File: src/design/ddr_app_pkg.sv
// DDR2 controller app interface types
package ddr_app_pkg;

    // ------------------------------
    // Address and data
    // ------------------------------

    typedef logic [26:0] app_addr_t;

    // One full burst per beat
    typedef logic [127:0] app_data_t;

    // App address step from the low half of a line to the high half
    localparam app_addr_t BEAT_OFFSET = 27'd16;

    // ------------------------------
    // Commands
    // ------------------------------

    typedef logic [2:0] app_cmd_t;

    localparam app_cmd_t APP_CMD_WRITE = 3'b000;
    localparam app_cmd_t APP_CMD_READ  = 3'b001;

    // Command channel payload, qualified by app_en
    typedef struct packed {
        app_cmd_t  cmd;
        app_addr_t addr;
    } app_req_t;

    // Read beat with its valid flag
    typedef struct packed {
        logic      valid;
        app_data_t data;
    } app_rd_beat_t;

endpackage

File: src/design/cpu_line_pkg.sv
// Processor line port types
package cpu_line_pkg;

    // ------------------------------
    // Line request and response
    // ------------------------------

    // Line index, byte address divided by 32
    typedef logic [21:0] line_addr_t;
    typedef logic [255:0] line_data_t;

    typedef struct packed {
        logic       write;
        line_addr_t addr;
        line_data_t data;
    } line_req_t;

    typedef struct packed {
        line_data_t data;
    } line_rsp_t;

    // ------------------------------
    // Register port
    // ------------------------------

    typedef logic [1:0] csr_addr_t;
    typedef logic [31:0] csr_data_t;

    typedef struct packed {
        logic      write;
        csr_addr_t addr;
        csr_data_t data;
    } csr_req_t;

    // Register map
    localparam csr_addr_t CSR_CTRL     = 2'd0;
    localparam csr_addr_t CSR_STATUS   = 2'd1;
    localparam csr_addr_t CSR_WR_LINES = 2'd2;
    localparam csr_addr_t CSR_RD_LINES = 2'd3;

endpackage
File: src/design/ddr_line_bridge.sv
// Cache line to DDR2 app bridge
`timescale 1ns/1ps

module ddr_line_bridge #(
    parameter int CNT_W = 16
) (
    input  logic                    ui_clk,
    input  logic                    rst,
    // Processor line port
    input  cpu_line_pkg::line_req_t req,
    input  logic                    req_valid,
    output logic                    req_ready,
    output cpu_line_pkg::line_rsp_t rsp,
    output logic                    rsp_valid,
    input  logic                    rsp_ready,
    // Register port
    input  cpu_line_pkg::csr_req_t  csr,
    input  logic                    csr_valid,
    output logic                    csr_ready,
    output cpu_line_pkg::csr_data_t csr_rdata,
    output logic                    csr_rvalid,
    // Controller app interface, write mask held at zero outside this block
    output ddr_app_pkg::app_req_t   app_cmd_req,
    output logic                    app_en,
    input  logic                    app_rdy,
    output ddr_app_pkg::app_data_t  app_wdf_data,
    output logic                    app_wdf_wren,
    output logic                    app_wdf_end,
    input  logic                    app_wdf_rdy,
    input  ddr_app_pkg::app_data_t  app_rd_data,
    input  logic                    app_rd_data_valid,
    input  logic                    init_calib_complete
);

    logic rd_expect;
    logic rsp_busy;
    logic wr_done;
    logic rd_done;
    logic enable;

    line_sequencer u_seq (
        .ui_clk              (ui_clk),
        .rst                 (rst),
        .req                 (req),
        .req_valid           (req_valid),
        .req_ready           (req_ready),
        .enable              (enable),
        .init_calib_complete (init_calib_complete),
        .rsp_busy            (rsp_busy),
        .app_cmd_req         (app_cmd_req),
        .app_en              (app_en),
        .app_rdy             (app_rdy),
        .app_wdf_data        (app_wdf_data),
        .app_wdf_wren        (app_wdf_wren),
        .app_wdf_end         (app_wdf_end),
        .app_wdf_rdy         (app_wdf_rdy),
        .rd_expect           (rd_expect),
        .wr_done             (wr_done)
    );

    read_assembler u_asm (
        .ui_clk            (ui_clk),
        .rst               (rst),
        .rd_expect         (rd_expect),
        .app_rd_data       (app_rd_data),
        .app_rd_data_valid (app_rd_data_valid),
        .rsp               (rsp),
        .rsp_valid         (rsp_valid),
        .rsp_ready         (rsp_ready),
        .rsp_busy          (rsp_busy),
        .rd_done           (rd_done)
    );

    bridge_csr #(
        .CNT_W (CNT_W)
    ) u_csr (
        .ui_clk              (ui_clk),
        .rst                 (rst),
        .csr                 (csr),
        .csr_valid           (csr_valid),
        .csr_ready           (csr_ready),
        .csr_rdata           (csr_rdata),
        .csr_rvalid          (csr_rvalid),
        .init_calib_complete (init_calib_complete),
        .wr_done             (wr_done),
        .rd_done             (rd_done),
        .enable              (enable)
    );

endmodule

File: src/design/bridge_csr.sv
// Bridge control and status registers
`timescale 1ns/1ps

module bridge_csr #(
    parameter int CNT_W = 16
) (
    input  logic                    ui_clk,
    input  logic                    rst,
    // Register port
    input  cpu_line_pkg::csr_req_t  csr,
    input  logic                    csr_valid,
    output logic                    csr_ready,
    output cpu_line_pkg::csr_data_t csr_rdata,
    output logic                    csr_rvalid,
    // Status and events
    input  logic                    init_calib_complete,
    input  logic                    wr_done,
    input  logic                    rd_done,
    output logic                    enable
);

    logic [CNT_W-1:0] wr_cnt;
    logic [CNT_W-1:0] rd_cnt;
    logic             csr_wr;
    logic             csr_rd;

    // Counter stops at all ones
    function automatic logic [CNT_W-1:0] sat_inc(input logic [CNT_W-1:0] val);
        return (&val) ? val : val + 1'b1;
    endfunction

    assign csr_ready = 1'b1;
    assign csr_wr    = csr_valid && csr.write;
    assign csr_rd    = csr_valid && !csr.write;

    // ------------------------------
    // Control state
    // ------------------------------

    always_ff @(posedge ui_clk) begin
        if (!rst) begin
            enable     <= 1'b0;
            wr_cnt     <= '0;
            rd_cnt     <= '0;
            csr_rvalid <= 1'b0;
        end else begin
            // Only CTRL is writable
            if (csr_wr && csr.addr == cpu_line_pkg::CSR_CTRL) begin
                enable <= csr.data[0];
            end
            if (wr_done) begin
                wr_cnt <= sat_inc(wr_cnt);
            end
            if (rd_done) begin
                rd_cnt <= sat_inc(rd_cnt);
            end
            csr_rvalid <= csr_rd;
        end
    end

    // ------------------------------
    // Read data
    // ------------------------------

    always_ff @(posedge ui_clk) begin
        if (csr_rd) begin
            case (csr.addr)
                cpu_line_pkg::CSR_CTRL:     csr_rdata <= {31'd0, enable};
                cpu_line_pkg::CSR_STATUS:   csr_rdata <= {31'd0, init_calib_complete};
                cpu_line_pkg::CSR_WR_LINES: csr_rdata <= cpu_line_pkg::csr_data_t'(wr_cnt);
                default:                    csr_rdata <= cpu_line_pkg::csr_data_t'(rd_cnt);
            endcase
        end
    end

endmodule

File: src/design/read_assembler.sv
// Read beat assembler
`timescale 1ns/1ps

module read_assembler (
    input  logic                    ui_clk,
    input  logic                    rst,
    input  logic                    rd_expect,
    // Read beats from the controller
    input  ddr_app_pkg::app_data_t  app_rd_data,
    input  logic                    app_rd_data_valid,
    // Processor response side
    output cpu_line_pkg::line_rsp_t rsp,
    output logic                    rsp_valid,
    input  logic                    rsp_ready,
    // To sequencer and registers
    output logic                    rsp_busy,
    output logic                    rd_done
);

    typedef enum logic [1:0] {
        EMPTY,
        WAIT_LO,
        WAIT_HI,
        FULL
    } state_t;

    state_t                   state;
    cpu_line_pkg::line_data_t line_q;

    assign rsp.data  = line_q;
    assign rsp_valid = (state == FULL);
    assign rsp_busy  = (state != EMPTY);
    assign rd_done   = rsp_valid && rsp_ready;

    // Beats land in line order
    always_ff @(posedge ui_clk) begin
        if (app_rd_data_valid && state == WAIT_LO) begin
            line_q[127:0] <= app_rd_data;
        end
        if (app_rd_data_valid && state == WAIT_HI) begin
            line_q[255:128] <= app_rd_data;
        end
    end

    always_ff @(posedge ui_clk) begin
        if (!rst) begin
            state <= EMPTY;
        end else begin
            case (state)
                EMPTY:   if (rd_expect) state <= WAIT_LO;
                WAIT_LO: if (app_rd_data_valid) state <= WAIT_HI;
                WAIT_HI: if (app_rd_data_valid) state <= FULL;
                FULL:    if (rsp_ready) state <= EMPTY;
                default: state <= EMPTY;
            endcase
        end
    end

    // Controller returns beats only for an armed read
    a_beat_when_armed: assert property (@(posedge ui_clk) disable iff (!rst)
        app_rd_data_valid |-> (state == WAIT_LO || state == WAIT_HI));

    // Sequencer holds off new reads until the response is taken
    a_arm_when_empty: assert property (@(posedge ui_clk) disable iff (!rst)
        rd_expect |-> state == EMPTY);

endmodule

File: src/design/line_sequencer.sv
// Line request sequencer
`timescale 1ns/1ps

module line_sequencer (
    input  logic                    ui_clk,
    input  logic                    rst,
    // Processor request side
    input  cpu_line_pkg::line_req_t req,
    input  logic                    req_valid,
    output logic                    req_ready,
    // Steering
    input  logic                    enable,
    input  logic                    init_calib_complete,
    input  logic                    rsp_busy,
    // App command and write channels
    output ddr_app_pkg::app_req_t   app_cmd_req,
    output logic                    app_en,
    input  logic                    app_rdy,
    output ddr_app_pkg::app_data_t  app_wdf_data,
    output logic                    app_wdf_wren,
    output logic                    app_wdf_end,
    input  logic                    app_wdf_rdy,
    // Side pulses
    output logic                    rd_expect,
    output logic                    wr_done
);

    typedef enum logic [2:0] {
        IDLE,
        WR_BEAT0,
        WR_BEAT1,
        RD_CMD0,
        RD_CMD1
    } state_t;

    state_t                  state;
    cpu_line_pkg::line_req_t req_q;
    ddr_app_pkg::app_addr_t  base_addr;
    logic                    accept;
    logic                    is_wr;
    logic                    is_hi;
    logic                    beat_go;

    // ------------------------------
    // Request handshake
    // ------------------------------

    assign req_ready = (state == IDLE) && enable && init_calib_complete && !rsp_busy;
    assign accept    = req_valid && req_ready;

    // Arms the read assembler on the accepting edge
    assign rd_expect = accept && !req.write;

    always_ff @(posedge ui_clk) begin
        if (accept) begin
            req_q <= req;
        end
    end

    // ------------------------------
    // Beat decode
    // ------------------------------

    assign is_wr = (state == WR_BEAT0) || (state == WR_BEAT1);
    assign is_hi = (state == WR_BEAT1) || (state == RD_CMD1);

    // Write beats wait on both channels, read commands only on app_rdy
    assign beat_go = app_rdy && (app_wdf_rdy || !is_wr);
    assign wr_done = (state == WR_BEAT1) && beat_go;

    // Beat 0 address of the latched line
    assign base_addr = {req_q.addr, 5'd0};

    always_comb begin
        app_cmd_req.cmd  = is_wr ? ddr_app_pkg::APP_CMD_WRITE : ddr_app_pkg::APP_CMD_READ;
        app_cmd_req.addr = is_hi ? base_addr + ddr_app_pkg::BEAT_OFFSET : base_addr;
    end

    assign app_en       = (state != IDLE);
    assign app_wdf_wren = is_wr;
    assign app_wdf_end  = is_wr;
    // Low half first, high half on beat 1
    assign app_wdf_data = is_hi ? req_q.data[255:128] : req_q.data[127:0];

    // ------------------------------
    // State machine
    // ------------------------------

    always_ff @(posedge ui_clk) begin
        if (!rst) begin
            state <= IDLE;
        end else begin
            case (state)
                IDLE: begin
                    if (accept) begin
                        state <= req.write ? WR_BEAT0 : RD_CMD0;
                    end
                end
                WR_BEAT0: begin
                    if (beat_go) begin
                        state <= WR_BEAT1;
                    end
                end
                RD_CMD0: begin
                    if (beat_go) begin
                        state <= RD_CMD1;
                    end
                end
                WR_BEAT1, RD_CMD1: begin
                    if (beat_go) begin
                        state <= IDLE;
                    end
                end
                default: begin
                    state <= IDLE;
                end
            endcase
        end
    end

    // ------------------------------
    // Checks
    // ------------------------------

    // Commands start only the cycle after a request was taken
    a_en_after_accept: assert property (@(posedge ui_clk) disable iff (!rst)
        $rose(app_en) |-> $past(accept));

    // A stalled write beat keeps its state, address and data
    a_wr_beat_held: assert property (@(posedge ui_clk) disable iff (!rst)
        app_wdf_wren && !beat_go |=>
            app_wdf_wren && $stable(state) && $stable(app_cmd_req) && $stable(app_wdf_data));

endmodule

File: config.mk
export PLATFORM = sky130hd
export DESIGN_NAME = ddr_line_bridge
export DESIGN_NICKNAME = d
export VERILOG_FILES = /design/src/design/ddr_app_pkg.sv /design/src/design/cpu_line_pkg.sv /design/src/design/ddr_line_bridge.sv /design/src/design/bridge_csr.sv /design/src/design/read_assembler.sv /design/src/design/line_sequencer.sv
export SDC_FILE = /design/constraint.sdc
export NUM_CORES = 1
export LEC_CHECK = 0
export ABC_CLOCK_PERIOD_IN_PS = 14800
export BUFFER_PORTS_ARGS = -buffer_cell sky130_fd_sc_hd__buf_2
export CORE_AREA = 2 2 349 351
export DETAILED_ROUTE_END_ITERATION = 8
export DIE_AREA = 0 0 351 353
export PLACE_DENSITY_LB_ADDON = 0.05
export SYNTH_ARGS = -nofsm -noshare
export SYNTH_HDL_FRONTEND = slang
export SYNTH_SLANG_ARGS = --single-unit
export TNS_END_PERCENT = 100
File: constraint.sdc
create_clock -name ui_clk -period 14.8 [get_ports ui_clk]
set_input_delay 1.48 -clock ui_clk [delete_from_list [all_inputs] [get_ports ui_clk]]
set_output_delay 1.48 -clock ui_clk [all_outputs]
set_load 0.005 [all_outputs]
### Word level (Yosys, flattened, before mapping)

Index checks and enable logic that the tools add are counted.

| word-level totals | value |
|---|---|
| register bits after elaboration | 605 |
| word-level logic and storage cells | 80 |

| cells by class | value |
|---|---|
| add/subtract/negate cells | 3 |
| equal/unequal tests | 17 |
| mux-type cells | 15 |
| bitwise operators | 2 |
| reduce and logical (&&, ||, !) cells | 32 |

Operators with widths:

| cell | count |
|---|---|
| 128-bit two-way mux | 1 |
| 16-bit case mux with 3 select lines | 1 |
| 16-bit by 1-bit adder with 16-bit output (second input constant) | 2 |
| 16-bit AND reduction | 2 |
| 27-bit by 5-bit adder with 27-bit output (second input constant) | 1 |
| 27-bit two-way mux | 1 |
| 1-bit logical AND | 13 |
| 3-bit two-way mux | 4 |
| 3-bit case mux with 4 select lines | 1 |
| 2-bit two-way mux | 5 |
| 2-bit by 1-bit inequality test with 1-bit output (second input constant) | 4 |
| 2-bit inequality test (second input constant) | 4 |
| 2-bit case mux with 4 select lines | 1 |
| 4-bit AND reduction | 2 |
| 2-bit == test (second input constant) | 3 |
| 3-bit by 2-bit == test with 1-bit output (second input constant) | 2 |
| 2-bit by 1-bit == test with 1-bit output (second input constant) | 2 |
| 1-bit zero test | 4 |
| 2-bit zero test | 2 |
| 2-bit AND reduction | 2 |
| 3-bit by 1-bit == test with 1-bit output (second input constant) | 1 |
| 3-bit == test (second input constant) | 1 |
| 3-bit zero test | 1 |
| 1-bit logical OR | 3 |
| other kinds (5) | 6 |

### Depth between registers and ports, before layout

Gate-level depths: netlist (run 1).

| logic depth | value |
|---|---|
| depth in word-level cells | 8 |
| gate-level depth with buffers | 6 |

### By module

A second synthesis (run 1) with hierarchy kept.

| second synthesis, totals | value |
|---|---|
| cell total of the unflattened synthesis | 1027 |
| area, all modules | 21395.5 um^2 |

Modules (own cells, without submodules):

| module | instances | cells an instance | area each (um^2) | seq. area each (um^2) |
|---|---|---|---|---|
| line_sequencer | 1 | 485 | 10968.0 | 8408.1 |
| read_assembler | 1 | 277 | 7872.6 | 7727.4 |
| bridge_csr | 1 | 265 | 2555.0 | 1161.1 |

### Worst setup path after synthesis (run 1)

No wires, ideal clock.

| timing | value |
|---|---|
| path type | input -> register |
| start | input port req_valid |
| end | register u_seq.state[2] |
| library setup time | 132 ps |
| data arrival time | 11237 ps |
| data required time | 14668 ps |
| path slack | 3431 ps |
| stages on the path | 4 |
| cell sequence | inv_1 -> nor4_4 -> a21oi_1 -> o41ai_1 |

| on the way | value |
|---|---|
| word-level cells in the longest chain between the ends | 3 |

RTL lines:

| item | RTL line | text |
|---|---|---|
| start, declared | ddr_line_bridge.sv:11 | `input logic req_valid,` |
| 1-bit logical AND | line_sequencer.sv:49 | `assign accept = req_valid && req_ready;` |
| via u_seq.accept | line_sequencer.sv:39 | `logic accept;` |
| 2-bit by 1-bit inequality test with 1-bit output (no line) | n/a |  |
| 4-bit AND reduction (no line) | n/a |  |
| end signal, assigned | line_sequencer.sv:96 | `state <= req.write ? WR_BEAT0 : RD_CMD0;` |
| end, declared | line_sequencer.sv:36 | `state_t state;` |

The timed path passes the listed nets, and every way through them passes these cells.
A chain may end at the register's enable or synchronous reset.

### Worst setup path in the final report (run 1)

| timing | value |
|---|---|
| start | register u_seq.state[1] |
| end | output port app_wdf_data[19] |

| on the way | value |
|---|---|
| word-level cells in the longest chain between the ends | 3 |
| elaborated cells between the ends (all ways) | 4 |

RTL lines:

| item | RTL line | text |
|---|---|---|
| 3-bit by 2-bit == test with 1-bit output or 3-bit == test (tied branches) | line_sequencer.sv:65 | `assign is_hi = (state == WR_BEAT1) \|\| (state == RD_CMD1);` |
| 1-bit logical OR (*) | line_sequencer.sv:65 |  |
| 128-bit two-way mux (*) | line_sequencer.sv:83 | `assign app_wdf_data = is_hi ? req_q.data[255:128] : req_q.data[127:0];` |
| end, declared | ddr_line_bridge.sv:26 | `output ddr_app_pkg::app_data_t app_wdf_data,` |

Mark *: on every way between the ends. The rest lies on a longest branch, timed or not.

==> impl_results.md, run 1 <==
* Reg2reg path depth at 4
* Unrepaired setup endpoints after global routing: no
* Arrival @ worst endpoint at 3460 ps
* CP required at 13320 ps
* Setup TNS Final at 0 ps
* Vias per cell at 3.56
* # H-tree levels at 3
* Grt total ovfl at 0
* Clock skew at ~29 ps
* Die span in x at roughly 350 µm
* Core area at around 120000 µm²
* Sequential Area at about 17000 µm²
* Setup Buffers After CTS at 0
* Largest net degree at the start of global routing at 143
* Root Buffer: clkbuf_16
* WL/cell at 21.9 µm
* Fin crit share at 0.334
* Fin nets at about 2400
* Combinational share of power at 0.045
* DR WL met2 at roughly 40000 µm
* Setup crit end kind: primary output
* Number of buffers created by CTS at just under 80
* Finished Layout Cells at roughly 3600
* VDD IR max at between 0.00008 and 0.00009 V
* Met3 routed WL at about 11000 µm
* Pint at about 3.0 mW
* Die extent in y at 353 µm
* Starting Density at 0.173
* Drt drc at 0
* Async SR Flop Fraction at 0
* CP max FO at between 50 and 60
* Worst Setup Start Kind: flip-flop
* Max cap viols at 0
* Clk buf depth at 3
* Critical Setup Path Class: reg -> out
* Area growth syn-to-layout at 40.3%
* Min-Delay Path Class: reg -> reg
* Slew HR at 0.322
* First-pass GRT wire length at 107000 µm
* Post-synth EDFFs at 550
* Hold_buf cts at 0
* DRT iter0 DRCs at ~550
* Most frequent cells in the layout: buf_2, edfxtp_1, mux2_2, clkbuf_16, dfxtp_1
* Layout cell share with drive strength beyond 1 at 0.554
* Hold Path Depth at 2
* Vias at around 13000
* First drt pass iteration count at 6
* Total track usage at 0.124
* Yosys Warn Count at 0
* Area of the multi-input gates at approximately 3200 µm²
* DP Area at between 20000 and 30000 µm²
* Final Hold Viols at 0
* Site row count at approximately 130
* Syn Area/Cell at 20.1 µm²
* GPL Wtd Cong at about 0.72
* Hold Worst Slack at between 500 and 600 ps
* Power density cells at about 130 nW/µm²
* Most common cell after layout, fill and taps aside: buf_2
* Seq cells post-synth at approximately 590
* Post-Route WL at ~79000 µm
* Clock transition at path regs at ~50 ps
* Met1 wire length at ~26000 µm
* Max Slew Vio Count at 0
* Vias in the first global route at between 10000 and 15000
* Die Footprint at between 100000 and 150000 µm²
* Post-synth top flop: edfxtp_1
* Io pins at roughly 900
* Final setup vio count at 0
* Static Leak at approximately 11 nW
* Worst Tran Pin Value at just over 1000 ps
* Initial antenna violation count at 62
* Maximum clock frequency at 203 MHz
* Clock Power Share at 0.469
* # resized after CTS at 0
* Top sig layer: met5
* Layout Cell Area excl Fill at between 20000 and 30000 µm²
* Synthesized cell area at 20900 µm²
* I/O Buffers at about 850
* Flop pwr share at 0.486
* Filler Cells Inserted at ~13000
* Switching power at between 0.8 and 0.9 mW
* Hpwl dp at 60200 µm
* Sequential share of the synthesized area at 0.828
* Sw Share at 0.218
* Inst Count DP at approximately 3500
* Synth cell types at between 40 and 50
* Final min period at slightly below 5000 ps
* Post-synthesis cell count at 1041
* Clock Latency Late Sink at about 640 ps
* CTS tree: built
* Status: finished, final reports clean
* Routed Antenna Nets at 0
* TritonCTS Sinks at a little under 600
==> worst max-delay path, cell delays in order (launching register included) <==
cell and delay (ps):
dfxtp_1 490, xnor2_1 150, nor2_4 110, buf_4 690, buf_4 770, mux2_2 420
buf_2 140
==> metal layers <==
| metal | vias up | GRT usage |
|---|---|---|
| li1 | 5792 | - |
| met1 | 6180 | 0.116 |
| met3 | 205 | 0.0745 |
| met2 | 650 | 0.219 |
| met4 | 68 | 0.0431 |
| met5 | - | 0 |
==> logic make-up (layout without fill, tap and decap cells) <==
kind of cell | Yosys count | after routing | synth area share
simple gates | 134 | 134 | 0.0374
mux | 163 | 163 | 0.0863
compound gates | 54 | 54 | 0.0171
buf+inv | 90 | 1012 | 0.0260
other cells | 2 | 40 | 0.000359
fa+ha+maj | 7 | 7 | 0.00419
xor+xnor | 2 | 2 | 0.000838
flops | 589 | 589 | 0.828
==> state kept, by name, indices dropped and copies added, names as in the netlist <==
signal and cells:
u_asm.rsp 256, u_asm.state 2, u_csr.csr_rdata 16, u_csr.csr_rvalid 1, u_csr.enable 1, u_csr.rd_cnt 16
u_csr.wr_cnt 16, u_seq.base_addr 22, u_seq.req_q 256, u_seq.state 3
==> synthesized netlist by cell type, drive strengths merged, types with 7 or more instances <==
master	number	share of area
clkbuf	10	0.0018
nor3	7	0.0017
nand2	38	0.0068
edfxtp	550	0.79
a21oi	18	0.0043
mux2i	34	0.016
nor2	7	0.0013
dfxtp	39	0.037
o21ai	9	0.0022
ha	7	0.0042
nand2b	14	0.0042
nor2b	16	0.0048
mux2	128	0.069
or4	8	0.0029
inv	14	0.0025
buf	66	0.022
nand3	9	0.0022
nand4	9	0.0037
==> cell type report <==
class                           instances  share of cell area
Antenna cell                           17             0.00145
Clock buffer                          102              0.0704
Clock inverter                         35              0.0115
Inverter                               14             0.00179
Multi-Input combinational cell        383               0.107
Sequential cell                       589               0.590
Tap cell                             1625              0.0693
Timing Repair Buffer                  861               0.148
==> power by group through the flow <==
stage / Clock [mW] / Sequential, mW / Combinational, mW
final: 1.82 / 1.88 / 0.174
after global routing: 1.95 / 1.89 / 0.194
after CTS: 1.91 / 1.88 / 0.185
after detailed placement: 0 / 1.92 / 0.185
after global placement: 0 / 1.92 / 0.183
after floorplan: 0 / 1.93 / 0.0441
==> worst paths after layout <==
| check | startpoint | slack [ps] | end |
|---|---|---|---|
| setup / recovery | u_seq.state[1] | 9860 | app_wdf_data[19] |
| hold / removal | u_csr.rd_cnt[5] | 510 | u_csr.rd_cnt[5] |
| setup reg to reg | u_seq.state[0] | 11650 | u_seq.req_q[216] |
| hold reg to reg | u_csr.rd_cnt[5] | 510 | u_csr.rd_cnt[5] |
==> stage by stage <==
stage | utilization | power [mW] | worst slack [ps]
floorplan | - | 1.97 | 3430
global placement | 0.223 | 2.10 | 10320
detailed placement | 0.223 | 2.10 | 10310
CTS | 0.243 | 3.98 | 9600
global route | 0.243 | 4.04 | 9490
finish | 0.243 | 3.88 | 9860
(Power assumes the default switching activity.)
==> run 2, diff against run 1 <==
- ABC_CLOCK_PERIOD_IN_PS: 14800 -> 4500
- CORE_AREA: 2 2 349 351 -> 2 2 347 349
- DIE_AREA: 0 0 351 353 -> 0 0 349 351
- clock period: 14.8 -> 4.5 ns (I/O delays scaled with it)
==> impl_results.md, run 2 (same netlist as run 1, synthesis figures left out) <==
* Post-Route WL at 81200 µm (+2.3%)
* Die span in x at 349 µm (-0.57%)
* Clock transition at path regs at 50 ps (about the same)
* Starting Density at 0.176 (+0.00230)
* TritonCTS Sinks at 589 (unchanged)
* Clock skew at 26.5 ps (-2.16 ps)
* Fin crit share at 0.748
* Static Leak at 12.5 nW (+15%)
* Hold_buf cts at 402 (+402)
* Hold Worst Slack at 66.9 ps (-441 ps)
* Core area at 119000 µm² (-1.3%)
* GPL Wtd Cong at 0.746 (+3.5%)
* Final min period at approximately 3400 ps
* Vias in the first global route at 15500 (+11%)
* Worst Tran Pin Value at 1010 ps (-4.82 ps)
* Initial antenna violation count at 15 (-76%)
* Most common cell after layout, fill and taps aside: buf_2
* # H-tree levels at 3 (unchanged)
* Unrepaired setup endpoints after global routing: no
* Most frequent cells in the layout: buf_2, edfxtp_1, dlygate4sd3_1, mux2_2, clkbuf_16
* Final Hold Viols at 0 (unchanged)
* DRT iter0 DRCs at 576 (+4.3%)
* Dpl ws at 1640 ps (-8680 ps)
* Site row count at 127 (-0.78%)
* PnR worst setup slack at 1130 ps (-8730 ps)
* Vias per cell at 3.62 (+1.9%)
* Hpwl dp at 60800 µm (+1.1%)
* Setup Buffers After CTS at 0 (unchanged)
* First-pass GRT wire length at 111000 µm (+4.0%)
* # resized after CTS at 0 (unchanged)
* Total track usage at 0.127 (+0.00328)
* Status: finished, final reports clean
* Min-Delay Path Class: in -> reg
* Area growth syn-to-layout at 59.0%
* Arrival @ worst endpoint at 2920 ps (-540 ps)
* Setup crit end kind: primary output
* Slew HR at 0.326 (+0.00321)
* Sequential Area at 17300 µm² (unchanged)
* CP max FO at 54 (-3.6%)
* CTS tree: built
* Io pins at 904 (unchanged)
* Die Footprint at 122000 µm² (-1.1%)
* Number of buffers created by CTS at 76 (-2.6%)
* Grt total ovfl at 0 (unchanged)
* Area of the multi-input gates at 3150 µm² (unchanged)
* Inst Count DP at 3397 (-2.2%)
* Maximum clock frequency at around 300 MHz
* Vias at 14300 (+11%)
* Clk buf depth at 3 (unchanged)
* Root Buffer: clkbuf_16
* I/O Buffers at 849 (unchanged)
* VDD IR max at 0.000257 V (+190%)
* Max Slew Vio Count at 0 (unchanged)
* First drt pass iteration count at 4 (-2)
* Fin nets at 2787 (+17%)
* Largest net degree at the start of global routing at 151 (+5.6%)
* CP delay by family, top: simple AND/OR/NAND/NOR gates
* Drt drc at 0 (unchanged)
* Die extent in y at 351 µm (-0.57%)
* WP buf/inv at 2 (-1)
* Layout cell share with drive strength beyond 1 at 0.461 (-0.0927)
* Clock Latency Late Sink at 640 ps (about the same)
* Power density cells at 388 nW/µm² (+190%)
* Worst Setup Start Kind: flip-flop
* Setup TNS Final at 0 ps (unchanged)
* Filler Cells Inserted at 12200 (-3.5%)
* Routed Antenna Nets at 0 (unchanged)
* Max cap viols at 0 (unchanged)
* Finished Layout Cells at 3945 (+8.8%)
* WL/cell at 20.6 µm (-6.0%)
* Worst path slowest cell: nor2_4
* Crit path cell chain: xnor2_1 > nor2_4 > buf_12 > mux2_2 > buf_2
* Final setup vio count at 0 (unchanged)
* CP peak stage delay at 640 ps (-130 ps)
* Critical Setup Path Class: reg -> out
* CP required at 4050 ps (-9270 ps)
## run 2: changes by cell type in the layout (fill, tap and decap cells not counted), sizes merged
cell	delta
dlygate4sd3	+402
diode	-9
bufinv	-3
clkinvlp	+3
buf	+2
clkinv	+2
inv	-1
## run 2: stage by stage
stage               instance area, µm²   util  total power, mW
CTS                              33200  0.279             13.2
floorplan                        21000      -             6.49
finish                           33200  0.279             12.9
global route                     33200  0.279             13.4
global placement                 26900  0.226             6.92
detailed placement               26900  0.226             6.92
## run 2: area by class of cell
cell class	instances	share of cell area
Clock buffer	102	0.0614
Tap cell	1548	0.0583
Sequential cell	589	0.521
Timing Repair Buffer	1265	0.254
Antenna cell	8	0.000602
Clock inverter	36	0.00840
Inverter	14	0.00158
Multi-Input combinational cell	383	0.0948
## run 2: final timing paths
| kind | startpoint | end | cells past startpoint | slack [ps] |
|---|---|---|---|---|
| worst max-delay path | u_seq.state[1] | app_wdf_data[30] | 5 | 1130 |
| worst min-delay path | req[251] | u_seq.req_q[251] | 1 | 70 |
| worst min register to register | u_csr.rd_cnt[1] | u_csr.rd_cnt[1] | 2 | 500 |
| worst max register to register | u_seq.state[0] | u_seq.req_q[247] | 3 | 2080 |
## run 2: power by group
part,switching [mW],internal [mW]
combinational,0.414,0.473
clock,2.44,3.36
sequential,0.0337,6.16
total,2.89,10.0
## run 2: worst register-to-register path, cell delays in order, from the launching register on
cell and delay [ps]:
dfxtp_1 400, or3_4 460, nor4_4 350, buf_12 520
## run 2: routing by layer
metal / GRT usage / vias to the layer above / wire length (µm)
met2: 0.222 / 611 / 40800
li1: - / 6605 / -
met3: 0.0582 / 113 / 8220
met5: 0 / - / 55
met1: 0.134 / 6959 / 29800
met4: 0.0443 / 8 / 2340
==> run 3, diff against run 2 <==
- ABC_CLOCK_PERIOD_IN_PS: 4500 -> 3000
- clock period: 4.5 -> 3 ns (I/O delays scaled with it)
==> impl_results.md, run 3 (same netlist as run 1, synthesis figures left out) <==
* Status: finished, final reports clean
* Utilization after layout at 0.281 (+0.00189)
* Filler Cells Inserted at 12300 (+0.34%)
* Vias at 14300 (-0.14%)
* First drt pass iteration count at 6 (+2)
* GPL Wtd Cong at 0.726 (-2.7%)
* Static Leak at 12.6 nW (+0.54%)
* Finished Layout Cells at 3964 (+0.48%)
* Routed Antenna Nets at 0 (unchanged)
* Layout cell share with drive strength beyond 1 at 0.458 (-0.00298)
* Most common cell after layout, fill and taps aside: buf_2
* Grt total ovfl at 0 (unchanged)
* Clock Latency Late Sink at 650 ps (about the same)
* Die Footprint at 122000 µm² (unchanged)
* Drt drc at 0 (unchanged)
* Root Buffer: clkbuf_16
* Critical Setup Path Class: reg -> out
* # H-tree levels at 3 (unchanged)
* Clock skew at 28.8 ps (+2.30 ps)
* WL/cell at 20.5 µm (-0.35%)
* Largest net degree at the start of global routing at 83 (-45%)
* Worst Setup Start Kind: flip-flop
* Die span in x at 349 µm (unchanged)
* Core area at 119000 µm² (unchanged)
* TritonCTS Sinks at 589 (unchanged)
* Max cap viols at 0 (unchanged)
* Fin crit share at 0.945
* Total track usage at 0.128 (+0.000898)
* CP max FO at 40 (-26%)
* Final min period at 2830 ps
* Worst Tran Pin Value at 934 ps (-77.2 ps)
* Power density cells at 581 nW/µm² (+50%)
* Vias per cell at 3.60 (-0.62%)
* Dpl ws at 771 ps (-867 ps)
* Total power at 19.4 mW (+51%)
* Site row count at 127 (unchanged)
* CTS tree: built
* Die extent in y at 351 µm (unchanged)
* Inst Count DP at 3401 (+0.12%)
* CP required at 2700 ps (-1350 ps)
* Clock transition at path regs at 60 ps (about the same)
* DRT iter0 DRCs at 669 (+16%)
* Fin nets at 2797 (+0.36%)
* Max Slew Vio Count at 0 (unchanged)
* PnR worst setup slack at 166 ps (-967 ps)
* Final setup vio count at 0 (unchanged)
* Vias in the first global route at 15500 (+0.42%)
* Starting Density at 0.176 (unchanged)
* # resized after CTS at 0 (unchanged)
* Slew HR at 0.374 (+0.0487)
* Arrival @ worst endpoint at 2530 ps (-390 ps)
* Post-Route WL at 81400 µm (+0.13%)
* Hpwl dp at 61200 µm (+0.61%)
* Number of buffers created by CTS at 76 (unchanged)
* Setup crit end kind: primary output
* VDD IR max at 0.000393 V (+53%)
* Final Hold Viols at 0 (unchanged)
* I/O Buffers at 849 (unchanged)
* Area growth syn-to-layout at 60.1%
* Maximum clock frequency at ~350 MHz
* First-pass GRT wire length at 112000 µm (+0.68%)
* Min-Delay Path Class: in -> reg
* Unrepaired setup endpoints after global routing: no
* Io pins at 904 (unchanged)
* Layout Cell Area excl Fill at 33500 µm² (+0.68%)
* Clk buf depth at 3 (unchanged)
* DP Area at 26900 µm² (+0.30%)
* Initial antenna violation count at 19 (+4)
* Setup Buffers After CTS at 0 (unchanged)
* Most frequent cells in the layout: buf_2, edfxtp_1, dlygate4sd3_1, mux2_2, clkbuf_16
-- run 3: routing by layer --
layer  vias up  global-route usage  share of wire
met5         -                   0        0.00017
met4         2              0.0437          0.029
met3       121              0.0571           0.10
met2       624               0.226           0.51
met1      6899               0.134           0.36
li1       6630                   -              -
-- run 3: repair_timing --
action / in CTS / in global routing
hold endpoints to repair: 536 / 0
hold buffers: 408 / 0
setup endpoints to repair: 0 / 0
-- run 3: area by class of cell --
| cell class | instances | area, µm² | share of cell area |
|---|---|---|---|
| sequential | 589 | 17300 | 0.517 |
| timing repair buffer | 1275 | 8590 | 0.257 |
| multi-input combinational | 383 | 3150 | 0.0942 |
| clock buffer | 98 | 1980 | 0.0593 |
| tap | 1548 | 1940 | 0.0579 |
| clock inverter | 39 | 397 | 0.0119 |
| inverter | 14 | 52.6 | 0.00157 |
| antenna | 18 | 45.0 | 0.00135 |
-- run 3: critical path: stages (launching register included) --
cell,delay (ps)
dfxtp_1,520
xnor2_1,150
nor2_4,290
buf_12,320
mux2_2,390
buf_2,160
-- run 3: final timing paths --
| check | start | end | slack [ps] | cells after the start |
|---|---|---|---|---|
| hold / removal | rsp_ready | u_csr.rd_cnt[1] | 100 | 4 |
| setup reg to reg | u_seq.state[0] | u_seq.req_q[38] | 870 | 4 |
| hold reg to reg | u_csr.wr_cnt[1] | u_csr.wr_cnt[1] | 500 | 2 |
| setup / recovery | u_seq.state[1] | app_wdf_data[71] | 170 | 5 |
-- run 3: per-stage QoR --
| step | setup TNS, ps | hold slack, ps |
|---|---|---|
| after global routing | 0 | 69.1 |
| final | 0 | 98.3 |
| after detailed placement | 0 | 478 |
| after floorplan | -2000240 | 399 |
| after CTS | 0 | 26.4 |
| after global placement | 0 | 479 |
-- run 3: where the power goes --
part	internal, mW	switching, mW
clock	5.06	3.74
combinational	0.722	0.622
sequential	9.24	0.0487
total	15.0	4.41
